[config.mk]
export PLATFORM = sky130hd
export DESIGN_NAME = dram_axi_ctrl_flat
export DESIGN_NICKNAME = d
export VERILOG_FILES = /design/src/hdl/dram_ctrl_pkg.sv /design/src/hdl/axi_slave_if.sv /design/src/hdl/dram_pins_if.sv /design/src/hdl/dram_axi_ctrl.sv /design/src/flat_wrapper.sv
export SDC_FILE = /design/constraint.sdc
export NUM_CORES = 1
export LEC_CHECK = 0
export ABC_AREA = 1
export BUFFER_PORTS_ARGS = -buffer_cell sky130_fd_sc_hd__buf_2
export CORE_MARGIN = 1.5
export CORE_UTILIZATION = 31
export CTS_CLUSTER_DIAMETER = 30
export DETAILED_ROUTE_END_ITERATION = 10
export HOLD_SLACK_MARGIN = 0.05
export PLACE_DENSITY = 0.55
export REMOVE_ABC_BUFFERS = 1
export SYNTH_ARGS = -nofsm -noshare
export SYNTH_HDL_FRONTEND = slang
export SYNTH_SLANG_ARGS = --single-unit
[constraint.sdc]
create_clock -name clk -period 5.25 [get_ports clk]
set_clock_uncertainty 0.15 [all_clocks]
set_input_delay 0.2625 -clock clk [delete_from_list [all_inputs] [get_ports clk]]
set_output_delay 0.2625 -clock clk [all_outputs]
set_load 0.01 [all_outputs]
[src/hdl/dram_ctrl_pkg.sv]
`default_nettype none

package dram_ctrl_pkg;

  // AXI field widths
  localparam int axi_id_bits   = 4;
  localparam int axi_len_bits  = 4;
  localparam int axi_data_bits = 32;
  localparam int axi_addr_bits = 32;
  localparam int axi_strb_bits = axi_data_bits / 8;
  localparam int axi_resp_bits = 2;

  // DRAM pin widths
  localparam int dram_a_bits   = 11;
  localparam int dram_row_bits = 11;
  localparam int dram_col_bits = 10;

  typedef logic [axi_id_bits-1:0]   axi_id_t;
  typedef logic [axi_len_bits-1:0]  axi_len_t;
  typedef logic [axi_data_bits-1:0] axi_data_t;
  typedef logic [axi_strb_bits-1:0] axi_strb_t;
  typedef logic [axi_resp_bits-1:0] axi_resp_t;
  typedef logic [axi_addr_bits-1:0] axi_addr_t;

  typedef logic [dram_a_bits-1:0]   dram_a_t;
  typedef logic [axi_strb_bits-1:0] dram_wen_t;

  localparam axi_resp_t resp_okay = 2'b00;

  // Byte address split into DRAM row and column
  typedef struct packed {
    logic [8:0]               pad;
    logic [dram_row_bits-1:0] row;
    logic [dram_col_bits-1:0] col;
    logic [1:0]               byte_off;
  } dram_addr_fields_t;

  typedef union packed {
    axi_addr_t         raw;
    dram_addr_fields_t fields;
  } dram_addr_u;

  // One-hot controller state
  typedef enum logic [8:0] {
    st_idle       = 9'b0_0000_0001,
    st_activate   = 9'b0_0000_0010,
    st_rcd_wait   = 9'b0_0000_0100,
    st_read_cas   = 9'b0_0000_1000,
    st_read_wait  = 9'b0_0001_0000,
    st_read_resp  = 9'b0_0010_0000,
    st_write_cas  = 9'b0_0100_0000,
    st_write_resp = 9'b0_1000_0000,
    st_precharge  = 9'b1_0000_0000
  } ctrl_state_t;

endpackage

`default_nettype wire

[src/hdl/axi_slave_if.sv]
`timescale 1ns/1ps
`default_nettype none

interface axi_slave_if
  import dram_ctrl_pkg::*;
();

  // Write address
  axi_id_t   awid;
  axi_addr_t awaddr;
  axi_len_t  awlen;
  logic      awvalid;
  logic      awready;

  // Write data
  axi_data_t wdata;
  axi_strb_t wstrb;
  logic      wlast;
  logic      wvalid;
  logic      wready;

  // Write response
  axi_id_t   bid;
  axi_resp_t bresp;
  logic      bvalid;
  logic      bready;

  // Read address
  axi_id_t   arid;
  axi_addr_t araddr;
  axi_len_t  arlen;
  logic      arvalid;
  logic      arready;

  // Read data
  axi_id_t   rid;
  axi_data_t rdata;
  axi_resp_t rresp;
  logic      rlast;
  logic      rvalid;
  logic      rready;

  modport master (
    output awid, awaddr, awlen, awvalid, wdata, wstrb, wlast, wvalid, bready,
    output arid, araddr, arlen, arvalid, rready,
    input  awready, wready, bid, bresp, bvalid, arready, rid, rdata, rresp, rlast, rvalid
  );

  modport slave (
    input  awid, awaddr, awlen, awvalid, wdata, wstrb, wlast, wvalid, bready,
    input  arid, araddr, arlen, arvalid, rready,
    output awready, wready, bid, bresp, bvalid, arready, rid, rdata, rresp, rlast, rvalid
  );

endinterface

`default_nettype wire

[src/hdl/dram_pins_if.sv]
`timescale 1ns/1ps
`default_nettype none

interface dram_pins_if
  import dram_ctrl_pkg::*;
();

  // Active-low command strobes
  logic      csn;
  logic      rasn;
  logic      casn;
  dram_wen_t wen;

  dram_a_t   a;
  axi_data_t d;

  // Read return, one-cycle valid pulse
  axi_data_t q;
  logic      q_valid;

  modport controller (
    output csn, rasn, casn, wen, a, d,
    input  q, q_valid
  );

  modport device (
    input  csn, rasn, casn, wen, a, d,
    output q, q_valid
  );

endinterface

`default_nettype wire

[src/hdl/dram_axi_ctrl.sv]
`timescale 1ns/1ps
`default_nettype none

module dram_axi_ctrl
  import dram_ctrl_pkg::*;
#(
  parameter int t_rcd = 3
) (
  input  logic              clk,
  input  logic              rstn,
  axi_slave_if.slave        axi,
  dram_pins_if.controller   dram
);

  localparam int rcd_bits = $clog2(t_rcd + 1);

  ctrl_state_t state, next_state;

  // Captured transaction
  axi_id_t    id_q;
  axi_len_t   len_q;
  dram_addr_u addr_q;
  axi_data_t  wdata_q;
  axi_strb_t  wstrb_q;
  logic       is_write;

  logic [rcd_bits-1:0] delay_cnt;
  axi_len_t            beat;
  axi_data_t           rdata_q;

  logic aw_hs;
  logic ar_hs;
  logic b_hs;
  logic r_hs;
  logic last_beat;
  logic [dram_col_bits-1:0] col_sent;

  assign aw_hs = axi.awvalid & axi.awready;
  assign ar_hs = axi.arvalid & axi.arready;
  assign b_hs  = axi.bvalid & axi.bready;
  assign r_hs  = axi.rvalid & axi.rready;

  assign last_beat = (beat == len_q);
  assign col_sent  = addr_q.fields.col + {6'b0, beat};

  // Handshake outputs, write wins in idle
  assign axi.awready = (state == st_idle) & axi.awvalid & axi.wvalid;
  assign axi.wready  = (state == st_idle) & axi.awvalid & axi.wvalid;
  assign axi.arready = (state == st_idle) & ~axi.awvalid;
  assign axi.bvalid  = (state == st_write_resp);
  assign axi.rvalid  = (state == st_read_resp);

  assign axi.bid   = id_q;
  assign axi.rid   = id_q;
  assign axi.bresp = resp_okay;
  assign axi.rresp = resp_okay;
  assign axi.rdata = rdata_q;
  assign axi.rlast = last_beat;

  always_ff @(posedge clk or negedge rstn) begin
    if (!rstn) begin
      state <= st_idle;
    end else begin
      state <= next_state;
    end
  end

  always_comb begin
    next_state = state;
    unique case (state)
      st_idle: begin
        if (aw_hs || ar_hs) begin
          next_state = st_activate;
        end
      end
      st_activate: next_state = st_rcd_wait;
      st_rcd_wait: begin
        if (delay_cnt == '0) begin
          next_state = is_write ? st_write_cas : st_read_cas;
        end
      end
      st_read_cas: next_state = st_read_wait;
      st_read_wait: begin
        if (dram.q_valid) begin
          next_state = st_read_resp;
        end
      end
      st_read_resp: begin
        if (r_hs) begin
          next_state = last_beat ? st_precharge : st_read_cas;
        end
      end
      st_write_cas: next_state = st_write_resp;
      st_write_resp: begin
        if (b_hs) begin
          next_state = st_precharge;
        end
      end
      st_precharge: next_state = st_idle;
      default: next_state = st_idle;
    endcase
  end

  // Transaction capture on the accepting edge
  always_ff @(posedge clk) begin
    if (aw_hs) begin
      id_q       <= axi.awid;
      len_q      <= '0;
      addr_q.raw <= axi.awaddr;
      wdata_q    <= axi.wdata;
      wstrb_q    <= axi.wstrb;
    end else if (ar_hs) begin
      id_q       <= axi.arid;
      len_q      <= axi.arlen;
      addr_q.raw <= axi.araddr;
    end
  end

  always_ff @(posedge clk or negedge rstn) begin
    if (!rstn) begin
      is_write  <= 1'b0;
      delay_cnt <= '0;
      beat      <= '0;
    end else begin
      if (aw_hs) begin
        is_write <= 1'b1;
      end else if (ar_hs) begin
        is_write <= 1'b0;
      end

      // rcd_wait lasts t_rcd cycles
      if (state == st_activate) begin
        delay_cnt <= rcd_bits'(t_rcd - 1);
      end else if (state == st_rcd_wait && delay_cnt != '0) begin
        delay_cnt <= delay_cnt - 1'b1;
      end

      if (aw_hs || ar_hs) begin
        beat <= '0;
      end else if (r_hs && !last_beat) begin
        beat <= beat + 1'b1;
      end
    end
  end

  // Read word held stable through read_resp
  always_ff @(posedge clk) begin
    if (state == st_read_wait && dram.q_valid) begin
      rdata_q <= dram.q;
    end
  end

  // Pin encoding per state
  always_comb begin
    dram.csn  = 1'b1;
    dram.rasn = 1'b1;
    dram.casn = 1'b1;
    dram.wen  = '1;
    dram.a    = addr_q.fields.row;
    dram.d    = wdata_q;
    unique case (state)
      st_activate: begin
        dram.csn  = 1'b0;
        dram.rasn = 1'b0;
      end
      st_write_cas: begin
        dram.csn  = 1'b0;
        dram.casn = 1'b0;
        dram.wen  = ~wstrb_q;
        dram.a    = {1'b0, col_sent};
      end
      st_read_cas: begin
        dram.csn  = 1'b0;
        dram.casn = 1'b0;
        dram.a    = {1'b0, col_sent};
      end
      st_precharge: begin
        dram.csn  = 1'b0;
        dram.rasn = 1'b0;
        dram.wen  = '0;
      end
      default: ;
    endcase
  end

endmodule

`default_nettype wire

[src/flat_wrapper.sv]
// flat-port wrapper written by rule: the top's interface ports become plain ports
module dram_axi_ctrl_flat import dram_ctrl_pkg::*;
#(
  parameter int t_rcd = 3
)
  (clk, rstn, axi_awid, axi_awaddr, axi_awlen, axi_awvalid, axi_wdata, axi_wstrb, axi_wlast, axi_wvalid, axi_bready, axi_arid, axi_araddr, axi_arlen, axi_arvalid, axi_rready, axi_awready, axi_wready, axi_bid, axi_bresp, axi_bvalid, axi_arready, axi_rid, axi_rdata, axi_rresp, axi_rlast, axi_rvalid, dram_csn, dram_rasn, dram_casn, dram_wen, dram_a, dram_d, dram_q, dram_q_valid);
  axi_slave_if axi_i ();
  dram_pins_if dram_i ();
  input  logic clk;
  input  logic rstn;
  input wire logic [$bits(axi_i.awid)-1:0] axi_awid;
  input wire logic [$bits(axi_i.awaddr)-1:0] axi_awaddr;
  input wire logic [$bits(axi_i.awlen)-1:0] axi_awlen;
  input wire logic [$bits(axi_i.awvalid)-1:0] axi_awvalid;
  input wire logic [$bits(axi_i.wdata)-1:0] axi_wdata;
  input wire logic [$bits(axi_i.wstrb)-1:0] axi_wstrb;
  input wire logic [$bits(axi_i.wlast)-1:0] axi_wlast;
  input wire logic [$bits(axi_i.wvalid)-1:0] axi_wvalid;
  input wire logic [$bits(axi_i.bready)-1:0] axi_bready;
  input wire logic [$bits(axi_i.arid)-1:0] axi_arid;
  input wire logic [$bits(axi_i.araddr)-1:0] axi_araddr;
  input wire logic [$bits(axi_i.arlen)-1:0] axi_arlen;
  input wire logic [$bits(axi_i.arvalid)-1:0] axi_arvalid;
  input wire logic [$bits(axi_i.rready)-1:0] axi_rready;
  output wire logic [$bits(axi_i.awready)-1:0] axi_awready;
  output wire logic [$bits(axi_i.wready)-1:0] axi_wready;
  output wire logic [$bits(axi_i.bid)-1:0] axi_bid;
  output wire logic [$bits(axi_i.bresp)-1:0] axi_bresp;
  output wire logic [$bits(axi_i.bvalid)-1:0] axi_bvalid;
  output wire logic [$bits(axi_i.arready)-1:0] axi_arready;
  output wire logic [$bits(axi_i.rid)-1:0] axi_rid;
  output wire logic [$bits(axi_i.rdata)-1:0] axi_rdata;
  output wire logic [$bits(axi_i.rresp)-1:0] axi_rresp;
  output wire logic [$bits(axi_i.rlast)-1:0] axi_rlast;
  output wire logic [$bits(axi_i.rvalid)-1:0] axi_rvalid;
  output wire logic [$bits(dram_i.csn)-1:0] dram_csn;
  output wire logic [$bits(dram_i.rasn)-1:0] dram_rasn;
  output wire logic [$bits(dram_i.casn)-1:0] dram_casn;
  output wire logic [$bits(dram_i.wen)-1:0] dram_wen;
  output wire logic [$bits(dram_i.a)-1:0] dram_a;
  output wire logic [$bits(dram_i.d)-1:0] dram_d;
  input wire logic [$bits(dram_i.q)-1:0] dram_q;
  input wire logic [$bits(dram_i.q_valid)-1:0] dram_q_valid;
  assign axi_i.awid = axi_awid;
  assign axi_i.awaddr = axi_awaddr;
  assign axi_i.awlen = axi_awlen;
  assign axi_i.awvalid = axi_awvalid;
  assign axi_i.wdata = axi_wdata;
  assign axi_i.wstrb = axi_wstrb;
  assign axi_i.wlast = axi_wlast;
  assign axi_i.wvalid = axi_wvalid;
  assign axi_i.bready = axi_bready;
  assign axi_i.arid = axi_arid;
  assign axi_i.araddr = axi_araddr;
  assign axi_i.arlen = axi_arlen;
  assign axi_i.arvalid = axi_arvalid;
  assign axi_i.rready = axi_rready;
  assign axi_awready = axi_i.awready;
  assign axi_wready = axi_i.wready;
  assign axi_bid = axi_i.bid;
  assign axi_bresp = axi_i.bresp;
  assign axi_bvalid = axi_i.bvalid;
  assign axi_arready = axi_i.arready;
  assign axi_rid = axi_i.rid;
  assign axi_rdata = axi_i.rdata;
  assign axi_rresp = axi_i.rresp;
  assign axi_rlast = axi_i.rlast;
  assign axi_rvalid = axi_i.rvalid;
  assign dram_csn = dram_i.csn;
  assign dram_rasn = dram_i.rasn;
  assign dram_casn = dram_i.casn;
  assign dram_wen = dram_i.wen;
  assign dram_a = dram_i.a;
  assign dram_d = dram_i.d;
  assign dram_i.q = dram_q;
  assign dram_i.q_valid = dram_q_valid;
  dram_axi_ctrl #(.t_rcd(t_rcd)) u_core (.clk(clk), .rstn(rstn), .axi(axi_i), .dram(dram_i));
endmodule
After elaboration in Yosys (flattened, before gate mapping) --
Index checks and enable logic that the tools add are counted.
Word-level totals: RAM bits 0, output and inout bits 100, memory bits (read-only) 0, latch bits 0, register bits after elaboration 115, memories kept 0
Cells by class: reductions and logical operators 14, order comparisons 0, multiply operators 0, bitwise gates (word level) 9, $add $sub $neg 3, shift operators 0, divide/modulo/power cells 0, multiplexer cells 23, eq/ne operators 15
Operators with widths (number):
- one-hot mux 9 bit (8 select lines) | 1
- two-way mux 9 bit | 6
- two-way mux 23 bit | 2
- two-way mux 4 bit | 4
- two-way mux 11 bit | 1
- adder 10 x 4 -> 10 bit | 1
- == test 9 x 1 -> 1 bit (second input constant) | 1
- == test 9 x 2 -> 1 bit (second input constant) | 1
- == test 9 x 3 -> 1 bit (second input constant) | 1
- == test 9 x 4 -> 1 bit (second input constant) | 1
- == test 9 x 5 -> 1 bit (second input constant) | 1
- == test 9 x 6 -> 1 bit (second input constant) | 1
- == test 9 x 7 -> 1 bit (second input constant) | 1
- == test 9 x 8 -> 1 bit (second input constant) | 1
- == test 9 bit (second input constant) | 1
- != test 2 bit (second input constant) | 4
- one-hot mux 4 bit (2 select lines) | 1
- nonzero test 2 bit | 4
- AND 1 bit | 7
- two-way mux 7 bit | 1
- two-way mux 1 bit | 5
- AND reduction 5 bit | 1
- adder 4 x 1 -> 4 bit (second input constant) | 1
- == test 4 bit | 1
- other kinds (11) | 15

Depth between registers and ports, before layout --
depth after elaboration 7, gate-level depth with buffers 10

Worst setup path before layout --
No wires, ideal clock.
kind reg-to-reg, start register u_core.state[2], end register u_core.rdata_q[0] (netlist: u_core.axi.rdata[0]), enable pin, cell stages (with the launch flop) 6, setup time 0.421 ns, required time 4.679 ns, slack 2.457 ns, buffers on the path 0, period minus slack after synthesis 2.793 ns, data arrival time 2.222 ns, cell sequence dfrtp_1 -> nor2_4 -> nand2_1 -> inv_2 -> nand2_1 -> nor2_1
On the way: cells in the longest elaborated chain, start to end 2
Ends and longest elaborated chain:
- start, declared | line dram_axi_ctrl.sv:17 | ctrl_state_t state, next_state;
- start signal, assigned | line dram_axi_ctrl.sv:62 | state <= st_idle;
- start signal, assigned | line dram_axi_ctrl.sv:64 | state <= next_state;
- == test 9 x 5 -> 1 bit | line dram_axi_ctrl.sv:148 | if (state == st_read_wait && dram.q_valid) begin
- logical AND 1 bit | line dram_axi_ctrl.sv:148
- end signal, assigned | line dram_axi_ctrl.sv:149 | rdata_q <= dram.q;
- end, declared | line dram_axi_ctrl.sv:29 | axi_data_t rdata_q;
Every way passes these cells. A chain may end at the register's enable or synchronous reset.

Final worst setup path --
start register u_core.state[2], end register u_core.addr_q[19] in the netlist's numbering (data pin)
On the way: cells in the longest elaborated chain, start to end 5
Ends and longest elaborated chain:
- == test 9 x 1 -> 1 bit | line dram_axi_ctrl.sv:47 | assign axi.awready = (state == st_idle) & axi.awvalid & axi.wvalid;
- AND 1 bit (2 in a row) | line dram_axi_ctrl.sv:47
- AND 1 bit | line dram_axi_ctrl.sv:38 | assign aw_hs = axi.awvalid & axi.awready;
- two-way mux 23 bit | line dram_axi_ctrl.sv:106 | if (aw_hs) begin
- end, declared | line dram_axi_ctrl.sv:22 | dram_addr_u addr_q;
Every way passes these cells.

==> flow_metrics.tcl <==
set metrics [dict create \
    cts_max_level 4 \
    max_cap_viol_count 0 \
    die_w_um 129 \
    critPathTopFamily "buffers and inverters" \
    standard_cell_with_the_maximum_stage_delay_on_the_critical_path "dlygate4sd3_1" \
    synth_cell_type_count 34 \
    timing_max_transition_violations_final 0 \
    tritoncts.num_buffers 17 \
    worst-path-max-fanout 42 \
    critical_path_arrival_ps 3230 \
    top_achievable_clock_speed_mhz 322 \
    cts.sink_count 113 \
    placementRows 45 \
    crit_chain "nor2_4, nand3_4, nor2_4, nand2_4, inv_2, buf_4, nand2_1, nand2_1, dlygate4sd3_1" \
    die_span_y_um 129 \
    yosys_register_bits 113 \
    area_growth_pct 62.8 \
    cp_data_required_time_ps 5370 \
    drc 0 \
    grt_max_degree 43 \
    critPathBufInv 3 \
    syn-mean-instance-area_sq_um 11.0 \
    antenna_left 0 \
    post_route_cells_drive_above_1_share_pct 34.9 \
    drt_pass1_iterations 4 \
    power.density_nw_per_um2 374 \
    routedWlPerCell_um 13.0 \
    ctsLongestPathBuffers 2 \
    number_of_vias_in_the_routed_layout 4382 \
    place_area_sq_um 6230 \
    setup_crit_end_kind "flop" \
    worst_setup_hold_path_clk_slew_ps 50 \
    cts_tree "built" \
    drt-initial-drc-count 205 \
    share_of_flip_flops_with_an_asynchronous_set_or_reset_pct 14.2 \
    worstMarginPinSlew_ps 506 \
    placeableCoreArea_sq_um 15400 \
    crit_path_start_kind "flop" \
    insertedDiodeCount 0 \
    p_leak_uw 0.00374 \
    most-common-layout-cells "buf_2, nand2_1, dlygate4sd3_1, edfxtp_1, inv_1" \
    layout.cell_area.non_filler_sq_um 8050 \
    routed_wl_mm 13.4 \
    fin_setup_tns_ps 0 \
    port_buffers 225 \
    hold_violations 0 \
    syn-instance-count 450 \
    main_flop_type_after_synthesis "edfxtp_1" \
    mostFrequentLayoutCell "buf_2" \
    antenna_found_initial 0 \
    synth_edf_count 93 \
    max-vdd-ir-drop_uv 210 \
    fp.dieArea_sq_um 16700 \
    mappedNetlistArea_sq_um 4940 \
    num-fill-cells 1355 \
    final_net_count 971 \
    rsz0062_at_grt "false" \
    final-instance-count-excl-fill 1031 \
    setup_viol_count_final 0 \
    total_area_of_multi_input_combinational_cells_sq_um 1380 \
    grt_overflow 0 \
    via_count_of_the_first_global_routing_pass 4405 \
    timing.max_slew.rel_slack_pct 66.3 \
    worstSkewPairLatency_ps 400 \
    hold_path_class "primary input to flop" \
    synth_seq_area_share_pct 66.3 \
    final_worst_path_period_need_ps 3110 \
    sequential_cell_area_sq_um 3270 \
    io_pins 257 \
    gp_congestion 0.854 \
    floorplan.initialDensity_pct 32.2 \
    share_of_the_clock_period_used_by_the_worst_path_after_layout_pct 59.2 \
    first_pass_grt_wire_length_mm 20.4 \
    clockRootBuffer "clkbuf_16" \
    ys_warn_count 0 \
    groute.usage.overall_pct 16.2 \
    critical_path_type "flop to flop" \
    count_of_placed_standard_cells_including_taps 874 \
    slowest_delay_ps 550 \
    viasPerCell 4.25 \
    dpl.hpwl_mm 9.17 \
    status "complete, no violations" \
]
repair_timing:
item | in CTS | in global routing
hold endpoints to repair | 115 | 0
resized for setup | 0 | 0
hold buffers | 125 | 0
setup buffers | 0 | 0
tightest hold or removal path, stage by stage:
cell	delay (ps)
buf_2	110
inv_1	40
nand3_1	80
o21ai_0	80
power by group:
group | internal [uW] | switching [uW] | total (uW)
Clock | 692 | 398 | 1090
Sequential | 1140 | 55.7 | 1190
Combinational | 321 | 403 | 724
cell type report:
cell class	instances	area share [%]
Clock buffer	17	5.29
Clock inverter	15	1.77
Inverter	44	2.05
Multi-Input combinational cell	278	17.1
Sequential cell	113	40.7
Tap cell	211	3.28
Timing Repair Buffer	353	29.8
kinds of logic (layout without fill, tap and decap cells):
kind of cell	count (synthesis)	in the layout	synth area share, %
compound gates	32	32	4.10
xor+xnor	3	3	0.532
fa+ha+maj	7	7	1.92
buf+inv	62	429	6.18
flops	113	113	66.3
other cells	1	4	0.0759
simple gates	232	232	20.9
cell usage after synthesis (3+ instances only):
cell      number  area (sq um)
nand3_4        3          52.6
dfxtp_1        4          80.1
nand3_2        3          30.0
a21oi_2        4          35.0
nor3_1         6          30.0
inv_1         40           150
nand4_1        7          43.8
o21ai_0       11          55.1
nor2_4         4          45.0
a21oi_1        9          45.0
ha_1           6          75.1
buf_4         11          82.6
nor2_1        28           105
edfxtp_1      93          2790
dfrtp_1       15           375
nand2_1      155           582
o21a_1         4          30.0
buf_6          4          45.0
nand3_1       19          95.1
inv_2          4          15.0
registers in the layout, indices dropped and copies added (netlist names):
signal / cells
u_core.addr_q: 21
u_core.axi.bid: 4
u_core.axi.rdata: 32
u_core.beat: 4
u_core.delay_cnt: 2
u_core.dram.d: 32
u_core.is_write: 1
u_core.len_q: 4
u_core.state: 9
u_core.wstrb_q: 4
per-layer routing:
| metal | GRT usage, % | share of wire (%) |
|---|---|---|
| met3 | 5.12 | 6.4 |
| met4 | 7.01 | 1.8 |
| met5 | 0 | 0 |
| met2 | 30.1 | 53 |
| met1 | 16.7 | 38 |
worst paths after layout:
check                      slack, ps                   to  depth (start not counted)            start
min reg2reg                      380      u_core.is_write                          2  u_core.is_write
max in group asynchronous       4470      u_core.state[0]                          2             rstn
min in group asynchronous        160  u_core.delay_cnt[1]                          2             rstn
max reg2reg                     2140    u_core.addr_q[19]                          9  u_core.state[2]
max                             2140    u_core.addr_q[19]                          9  u_core.state[2]
min                               80      u_core.state[5]                          4       axi_rready
metrics by stage:
stage / power [uW] / utilization, % / hold slack (ps) / worst slack (ps)
after floorplan: 1590 / - / -183 / 2460
after global placement: 1810 / 40.5 / 46.6 / 2660
after detailed placement: 1830 / 40.5 / 60.0 / 2590
after CTS: 3050 / 52.4 / 58.9 / 2060
after global routing: 3180 / 52.4 / 90.2 / 1900
final: 3010 / 52.4 / 81.0 / 2140
(Power assumes the default switching activity.)
